### src/source/costPkg.sv
package costPkg;

    // one worker/job cost from the external table.
    localparam int costWidth = 7;

    // eight costs of at most 127 add up to 1016, which fits in ten bits.
    localparam int sumWidth = 10;

    // no more than 40320 permutations can share the minimum.
    localparam int countWidth = 16;

    // the minimum starts above any reachable total.
    localparam logic [sumWidth-1:0] sumInitial = '1;

endpackage

### src/source/permPkg.sv
package permPkg;

    // the solver assigns eight workers to eight jobs.
    localparam int workerCount = 8;

    // bits of a worker or a job index.
    localparam int indexWidth = 3;

    // permutations of eight jobs (8 factorial).
    localparam int permTotal = 40320;

    // successor search of the permutation stepper.
    //   findPivot   scans upward from worker 0 for the first descent.
    //   findSwap    scans back for the smallest larger entry below the pivot.
    //   reverseTail reverses the entries below the pivot.
    //   holdOut     presents the permutation until the scoring pass ends.
    typedef enum logic [1:0] {
        findPivot,
        findSwap,
        reverseTail,
        holdOut
    } stepState;

endpackage

### src/source/costAccumulator.sv
`timescale 1ns/1ns

module costAccumulator (
    input  logic                           clk,
    input  logic                           rst,
    input  logic                           permValid,
    input  logic                           lastPerm,
    input  logic                           stop,
    input  logic [costPkg::costWidth-1:0]  cost,
    input  logic [permPkg::indexWidth-1:0] readJob,
    output logic [permPkg::indexWidth-1:0] readWorker,
    output logic [permPkg::indexWidth-1:0] worker,
    output logic [permPkg::indexWidth-1:0] job,
    output logic                           finish,
    output logic                           sumValid,
    output logic                           wasLast,
    output logic [costPkg::sumWidth-1:0]   sum
);
    import permPkg::*;
    import costPkg::*;

    logic [indexWidth-1:0] count;
    logic                  busy;
    logic                  start;
    logic                  lastRead;

    // the permutation is still valid in the finish cycle, so that cycle must not start.
    assign start    = permValid && !busy && !finish && !stop;
    assign lastRead = busy && (count == indexWidth'(workerCount - 1));

    assign readWorker = count;
    assign worker     = count;
    assign job        = readJob;  // the lookup sees the live permutation entry.

    always_ff @(posedge clk) begin
        if (rst) begin
            busy     <= 1'b0;
            count    <= '0;
            finish   <= 1'b0;
            sumValid <= 1'b0;
            wasLast  <= 1'b0;
        end else begin
            finish   <= lastRead;
            sumValid <= lastRead;
            if (start) begin
                busy <= 1'b1;
            end else if (lastRead) begin
                busy <= 1'b0;
            end
            if (busy) begin
                count <= count + 1'b1;  // wraps back to worker 0 after worker 7.
            end
            if (lastRead) begin
                wasLast <= lastPerm;
            end
        end
    end

    always_ff @(posedge clk) begin
        if (start) begin
            sum <= '0;
        end else if (busy) begin
            sum <= sum + sumWidth'(cost);
        end
    end

    // the stepper must hold the permutation for all eight reads of a pass.
    readsOnValidPerm: assert property (@(posedge clk) disable iff (rst)
        busy |-> permValid);

endmodule

### src/source/jamSolver.sv
`timescale 1ns/1ns

module jamSolver (
    input  logic                           clk,
    input  logic                           rst,
    input  logic [costPkg::costWidth-1:0]  cost,
    output logic [permPkg::indexWidth-1:0] worker,
    output logic [permPkg::indexWidth-1:0] job,
    output logic [costPkg::sumWidth-1:0]   minCost,
    output logic [costPkg::countWidth-1:0] matchCount,
    output logic                           done
);
    import permPkg::*;
    import costPkg::*;

    logic                  permValid;
    logic                  lastPerm;
    logic [indexWidth-1:0] readWorker;
    logic [indexWidth-1:0] readJob;
    logic                  finish;
    logic                  sumValid;
    logic                  wasLast;
    logic [sumWidth-1:0]   sum;

    permutationStepper stepper0 (
        .clk        (clk),
        .rst        (rst),
        .finish     (finish),
        .readWorker (readWorker),
        .readJob    (readJob),
        .permValid  (permValid),
        .lastPerm   (lastPerm)
    );

    // done doubles as the stop request so no pass starts after the last one.
    costAccumulator accumulator0 (
        .clk        (clk),
        .rst        (rst),
        .permValid  (permValid),
        .lastPerm   (lastPerm),
        .stop       (done),
        .cost       (cost),
        .readJob    (readJob),
        .readWorker (readWorker),
        .worker     (worker),
        .job        (job),
        .finish     (finish),
        .sumValid   (sumValid),
        .wasLast    (wasLast),
        .sum        (sum)
    );

    minCostTracker tracker0 (
        .clk        (clk),
        .rst        (rst),
        .sumValid   (sumValid),
        .wasLast    (wasLast),
        .sum        (sum),
        .minCost    (minCost),
        .matchCount (matchCount),
        .done       (done)
    );

endmodule

### src/source/minCostTracker.sv
`timescale 1ns/1ns

module minCostTracker (
    input  logic                          clk,
    input  logic                          rst,
    input  logic                          sumValid,
    input  logic                          wasLast,
    input  logic [costPkg::sumWidth-1:0]  sum,
    output logic [costPkg::sumWidth-1:0]  minCost,
    output logic [costPkg::countWidth-1:0] matchCount,
    output logic                          done
);
    import permPkg::*;
    import costPkg::*;

    always_ff @(posedge clk) begin
        if (rst) begin
            minCost    <= sumInitial;
            matchCount <= '0;
            done       <= 1'b0;
        end else if (sumValid) begin
            if (sum < minCost) begin
                minCost    <= sum;
                matchCount <= countWidth'(1);  // a new best restarts the count.
            end else if (sum == minCost) begin
                matchCount <= matchCount + 1'b1;
            end
            if (wasLast) begin
                done <= 1'b1;  // held until the next reset.
            end
        end
    end

    // no more permutations than exist can share the minimum.
    countBound: assert property (@(posedge clk) disable iff (rst)
        matchCount <= countWidth'(permTotal));

    // the result is frozen once the search is over.
    frozenAfterDone: assert property (@(posedge clk) disable iff (rst)
        done |=> $stable(minCost) && $stable(matchCount));

endmodule

### src/source/permutationStepper.sv
`timescale 1ns/1ns

module permutationStepper (
    input  logic                           clk,
    input  logic                           rst,
    input  logic                           finish,
    input  logic [permPkg::indexWidth-1:0] readWorker,
    output logic [permPkg::indexWidth-1:0] readJob,
    output logic                           permValid,
    output logic                           lastPerm
);
    import permPkg::*;

    logic [indexWidth-1:0] perm [workerCount];  // entry i holds the job of worker i.
    logic [indexWidth-1:0] pivotIdx;
    logic [indexWidth-1:0] swapIdx;
    logic                  hasDescent;
    stepState              state;

    // worker 7 is the most significant digit of the permutation.
    assign readJob   = perm[readWorker];
    assign permValid = (state == holdOut);
    assign lastPerm  = permValid && !hasDescent;  // a fully ascending table has no successor.

    always_comb begin
        hasDescent = 1'b0;
        for (int i = 1; i < workerCount; i++) begin
            if (perm[i] < perm[i-1]) begin
                hasDescent = 1'b1;
            end
        end
    end

    always_ff @(posedge clk) begin
        if (rst) begin
            for (int i = 0; i < workerCount; i++) begin
                perm[i] <= indexWidth'(workerCount - 1 - i);  // the smallest permutation.
            end
            pivotIdx <= indexWidth'(1);
            swapIdx  <= '0;
            state    <= holdOut;
        end else begin
            case (state)
                holdOut: begin
                    if (finish) begin
                        pivotIdx <= indexWidth'(1);
                        state    <= findPivot;
                    end
                end

                findPivot: begin
                    if (perm[pivotIdx] < perm[pivotIdx - 1'b1]) begin
                        swapIdx <= pivotIdx - 1'b1;  // the pivot stays in pivotIdx.
                        state   <= findSwap;
                    end else if (pivotIdx == indexWidth'(workerCount - 1)) begin
                        state <= holdOut;  // no descent, so the final permutation is kept.
                    end else begin
                        pivotIdx <= pivotIdx + 1'b1;
                    end
                end

                // entries below the pivot ascend with the index, so the first entry
                // found from the top that has a smaller neighbour below is the target.
                findSwap: begin
                    if (swapIdx == '0 || perm[swapIdx - 1'b1] < perm[pivotIdx]) begin
                        perm[swapIdx]  <= perm[pivotIdx];
                        perm[pivotIdx] <= perm[swapIdx];
                        state          <= reverseTail;
                    end else begin
                        swapIdx <= swapIdx - 1'b1;
                    end
                end

                reverseTail: begin
                    for (int i = 0; i < workerCount - 1; i++) begin
                        if (indexWidth'(i) < pivotIdx) begin
                            perm[i] <= perm[pivotIdx - 1'b1 - indexWidth'(i)];
                        end
                    end
                    state <= holdOut;  // the tail now descends and is the smallest suffix.
                end

                default: begin
                    state <= holdOut;
                end
            endcase
        end
    end

    // the accumulator may only end a pass on a stable permutation.
    finishWhileValid: assert property (@(posedge clk) disable iff (rst)
        finish |-> permValid);

endmodule
### config.mk
export PLATFORM = sky130hd
export DESIGN_NAME = jamSolver
export DESIGN_NICKNAME = d
export VERILOG_FILES = /design/src/source/costPkg.sv /design/src/source/permPkg.sv /design/src/source/costAccumulator.sv /design/src/source/jamSolver.sv /design/src/source/minCostTracker.sv /design/src/source/permutationStepper.sv
export SDC_FILE = /design/constraint.sdc
export NUM_CORES = 1
export LEC_CHECK = 0
export ABC_CLOCK_PERIOD_IN_PS = 4130
export BUFFER_PORTS_ARGS = -buffer_cell sky130_fd_sc_hd__buf_4
export CAP_MARGIN = 25
export CELL_PAD_IN_SITES_DETAIL_PLACEMENT = 2
export CELL_PAD_IN_SITES_GLOBAL_PLACEMENT = 2
export CORE_UTILIZATION = 37
export CTS_BUF_LIST = sky130_fd_sc_hd__clkbuf_8
export CTS_CLUSTER_DIAMETER = 60
export DETAILED_ROUTE_END_ITERATION = 6
export PLACE_DENSITY_LB_ADDON = 0.08
export SYNTH_ARGS = -nofsm -noshare
export SYNTH_HDL_FRONTEND = slang
export SYNTH_SLANG_ARGS = --single-unit
### constraint.sdc
create_clock -name clk -period 4.13 [get_ports clk]
set_clock_uncertainty 0.2 [all_clocks]
set_input_delay 0.413 -clock clk [delete_from_list [all_inputs] [get_ports clk]]
set_output_delay 0.413 -clock clk [all_outputs]
set_load 0.02 [all_outputs]
==> impl_metrics.csv <==
group,metric,value,unit
clocking,insertion_delay,0.39,ns
worst_setup_path,critical_path_buf_inv_count,2,
global_route,grt_max_degree,35,
yosys,ys_ff_latch,84,
die,io_pins,42,
placement,io_buffer_count,41,
yosys,synth_nets,794,
detailed_routing,vias,6213,
die,start_util,0.376,
worst_setup_path,cpMostUsedCell,"mux2i_1",
yosys,yosys_most_used_dff,"dfxtp_1",
timing,min_period,3.98,ns
clocking,cts_root_buffer,"clkbuf_8",
die,fp-row-count,49,
yosys,yosys-top-cells-area,"dfxtp_1 (18%), mux4_2 (11%), edfxtp_1 (11%)",
worst_setup_path,path_max_fanout,11,
timing,report.final.slew_viol_count,0,
placement,gp_congestion,0.914,
yosys,synth_mux_area_frac,0.221,
clocking,cts_max_level,3,
detailed_routing,ant_nets,0,
finish,mostFrequentLayoutCells,"buf_4 (77), nor2_1 (63), nand2_1 (61), dfxtp_1 (60), ha_1 (52)",
clocking,holdBufCountCts,0,
placement,dp_slack,0.132,ns
flow_run,cap_violations,0,
yosys,synthSimpleGateAreaFrac,0.138,
die,coreArea,0.0180,mm²
detailed_routing,remaining_drc_errors,0,
yosys,seq_area_frac_synth,0.284,
worst_setup_path,crit_family,"multiplexers",
yosys,synthAdderAreaFrac,0.103,
timing,finalHoldViolCount,0,
clocking,tritoncts,"yes",
worst_setup_path,slowest_stage,"ha_2",
yosys,syn_area,0.00676,mm²
die,die_h,137,µm
global_route,antenna_found_initial,0,
power_and_ir_drop,ir_drop,0.267,mV
yosys,netlist-cell-type-count,64,
status,status,"complete, no violations",
clocking,path_clk_slew,0.10,ns
yosys,netlist_instances,730,
yosys,synth_warnings,0,
global_route,overflow,0,
yosys,synth_compound_area_frac,0.172,
clocking,clock_path_buffers,2,
worst_setup_path,max_stage_delay,0.50,ns
clocking,cts_sinks,84,
worst_setup_path,path_class,"flip-flop to flip-flop",
finish,nets,841,
timing,fmax,251,MHz
global_route,grt_use_total,0.282,
detailed_routing,first_pass_iters,5,
timing,setup_ws,0.152,ns
timing,rsz0062_at_grt,"no",
yosys,syn_area_per_cell,9.26,µm²
detailed_routing,wl_per_cell,25.6,µm
clocking,cts_made_buffers,9,
yosys,async_flop_share,0,
worst_setup_path,cp.arrival,4.11,ns
die,dieArea,0.0188,mm²
yosys,synth-edff-count,24,
detailed_routing,first_iter_violations,354,
yosys,synth_top_family_by_area,"multiplexers",
finish,fillers,1974,
yosys,yosysTopAreaCellShare,0.178,
detailed_routing,routed_wl,25900,µm
timing,final.setup.tns,0,ns
timing,setup_viol,0,
power_and_ir_drop,p_per_area,358,mW/mm²
finish,drive_above_1_share,0.203,
global_route,grt_pass1_vias,6449,
detailed_routing,viasPerCell,6.15,
worst_setup_path,required,4.26,ns
worst_setup_path,cp_cell_sequence,"inv_1 -> ha_2 -> buf_4 -> mux2i_1 -> mux2i_1 -> mux2i_1 -> ha_1 -> or2_2 -> o311a_1 -> a221oi_2 -> mux2_1 -> nand2_1",
worst_setup_path,crit_path_start_kind,"flip-flop",
timing,finalCritPeriodShare,0.963,
worst_setup_path,end_kind,"flip-flop",
die,dieWidth,137,µm
placement,dpl.hpwl,19500,µm
finish,area_delta_synth_final,13.3,%
power_and_ir_drop,power.leakage,0.00328,µW
yosys,synth_xor_area_frac,0.0285,
finish,num_antenna_cells,0,
min_path,hp-class,"input pin to flip-flop",
timing,relSlewSlack,0.460,
yosys,synth_top_area_cell,"dfxtp_1",
global_route,grt_pass1_wl,38800,µm
timing,worst_slew_pin_slew,0.805,ns
finish,final_common_cell,"buf_4",
[where the power goes]
part	leakage (µW)	internal (µW)	switching [µW]	total [µW]
Combinational	0.00250	456	621	1080
Sequential	0.000694	934	133	1070
Clock	0.0000907	233	369	603
[logic make-up after synthesis]
| group | after synthesis |
|---|---|
| adder cells (fa/ha/maj) | 55 |
| AO/OA/AOI/OAI | 173 |
| XOR/XNOR | 22 |
| flip-flops | 84 |
| multiplexers | 104 |
| AND/OR/NAND/NOR | 202 |
| buffers and inverters | 90 |
[layout make-up]
cell class | count | area (µm²) | share of cell area
Inverter | 48 | 180 | 0.0235
Clock inverter | 7 | 63.8 | 0.00833
Timing Repair Buffer | 78 | 598 | 0.0781
Sequential cell | 84 | 1920 | 0.251
Multi-Input combinational cell | 556 | 4490 | 0.586
Tap cell | 229 | 287 | 0.0374
Clock buffer | 9 | 124 | 0.0162
[synth_stat cells (14+ instances only)]
master and n:
a21o_1 14, a21oi_1 42, clkbuf_1 30, dfxtp_1 60, edfxtp_1 24, ha_1 54, inv_1 47, mux2_2 20
mux2i_1 48, mux4_2 34, nand2_1 61, nand3_1 16, nor2_1 63, o21ai_0 27, xor2_1 15
[final timing paths]
check,slack [ns],startpoint,endpoint,depth (start not counted)
max reg2reg,0.15,stepper0.pivotIdx[1],stepper0.state[0],12
min,0.16,cost[0],accumulator0.sum[0],4
min reg2reg,0.31,accumulator0.sum[9],accumulator0.sum[9],1
max,0.15,stepper0.pivotIdx[1],stepper0.state[0],12
[what timing repair did]
| action | CTS | global route |
|---|---|---|
| setup endpoints to repair | 0 | 14 |
| gates resized for setup | 0 | 2 |
| endpoints found under the hold margin | 0 | 0 |
| setup buffers | 0 | 2 |
[worst register-to-register path, delay by kind of cell, from the launching register on]
kind	cells	cell delay, ns
DFF	1	0.47
adders and majority gates	2	0.78
AOI/OAI and AO/OA	2	0.68
buffers and inverters	2	0.38
and+or+nand+nor	2	0.41
muxes	4	1.01
[per-layer routing]
metal  GRT usage  share of wire  wire (µm)  vias up
li1            -              -          -     2785
met1       0.375           0.44      11400     3136
met2       0.446           0.45      11800      222
met3      0.0589          0.073       1890       70
met4       0.115          0.034        879        0
met5           0              0          0        -
[through the flow]
step           total power [µW]  hold slack [ns]  std cells  instance area, µm²  utilization
2_1_floorplan              1790            0.249        730                6770            -
3_3_place_gp               2070            0.269        993                7440        0.414
3_5_place_dp               2140            0.295        993                7440        0.414
4_1_cts                    2740            0.139       1009                7630        0.425
5_1_grt                    2910            0.152       1011                7660        0.427
6_report                   2750            0.156       1011                7660        0.427
Power figures use the tool's default switching activity.
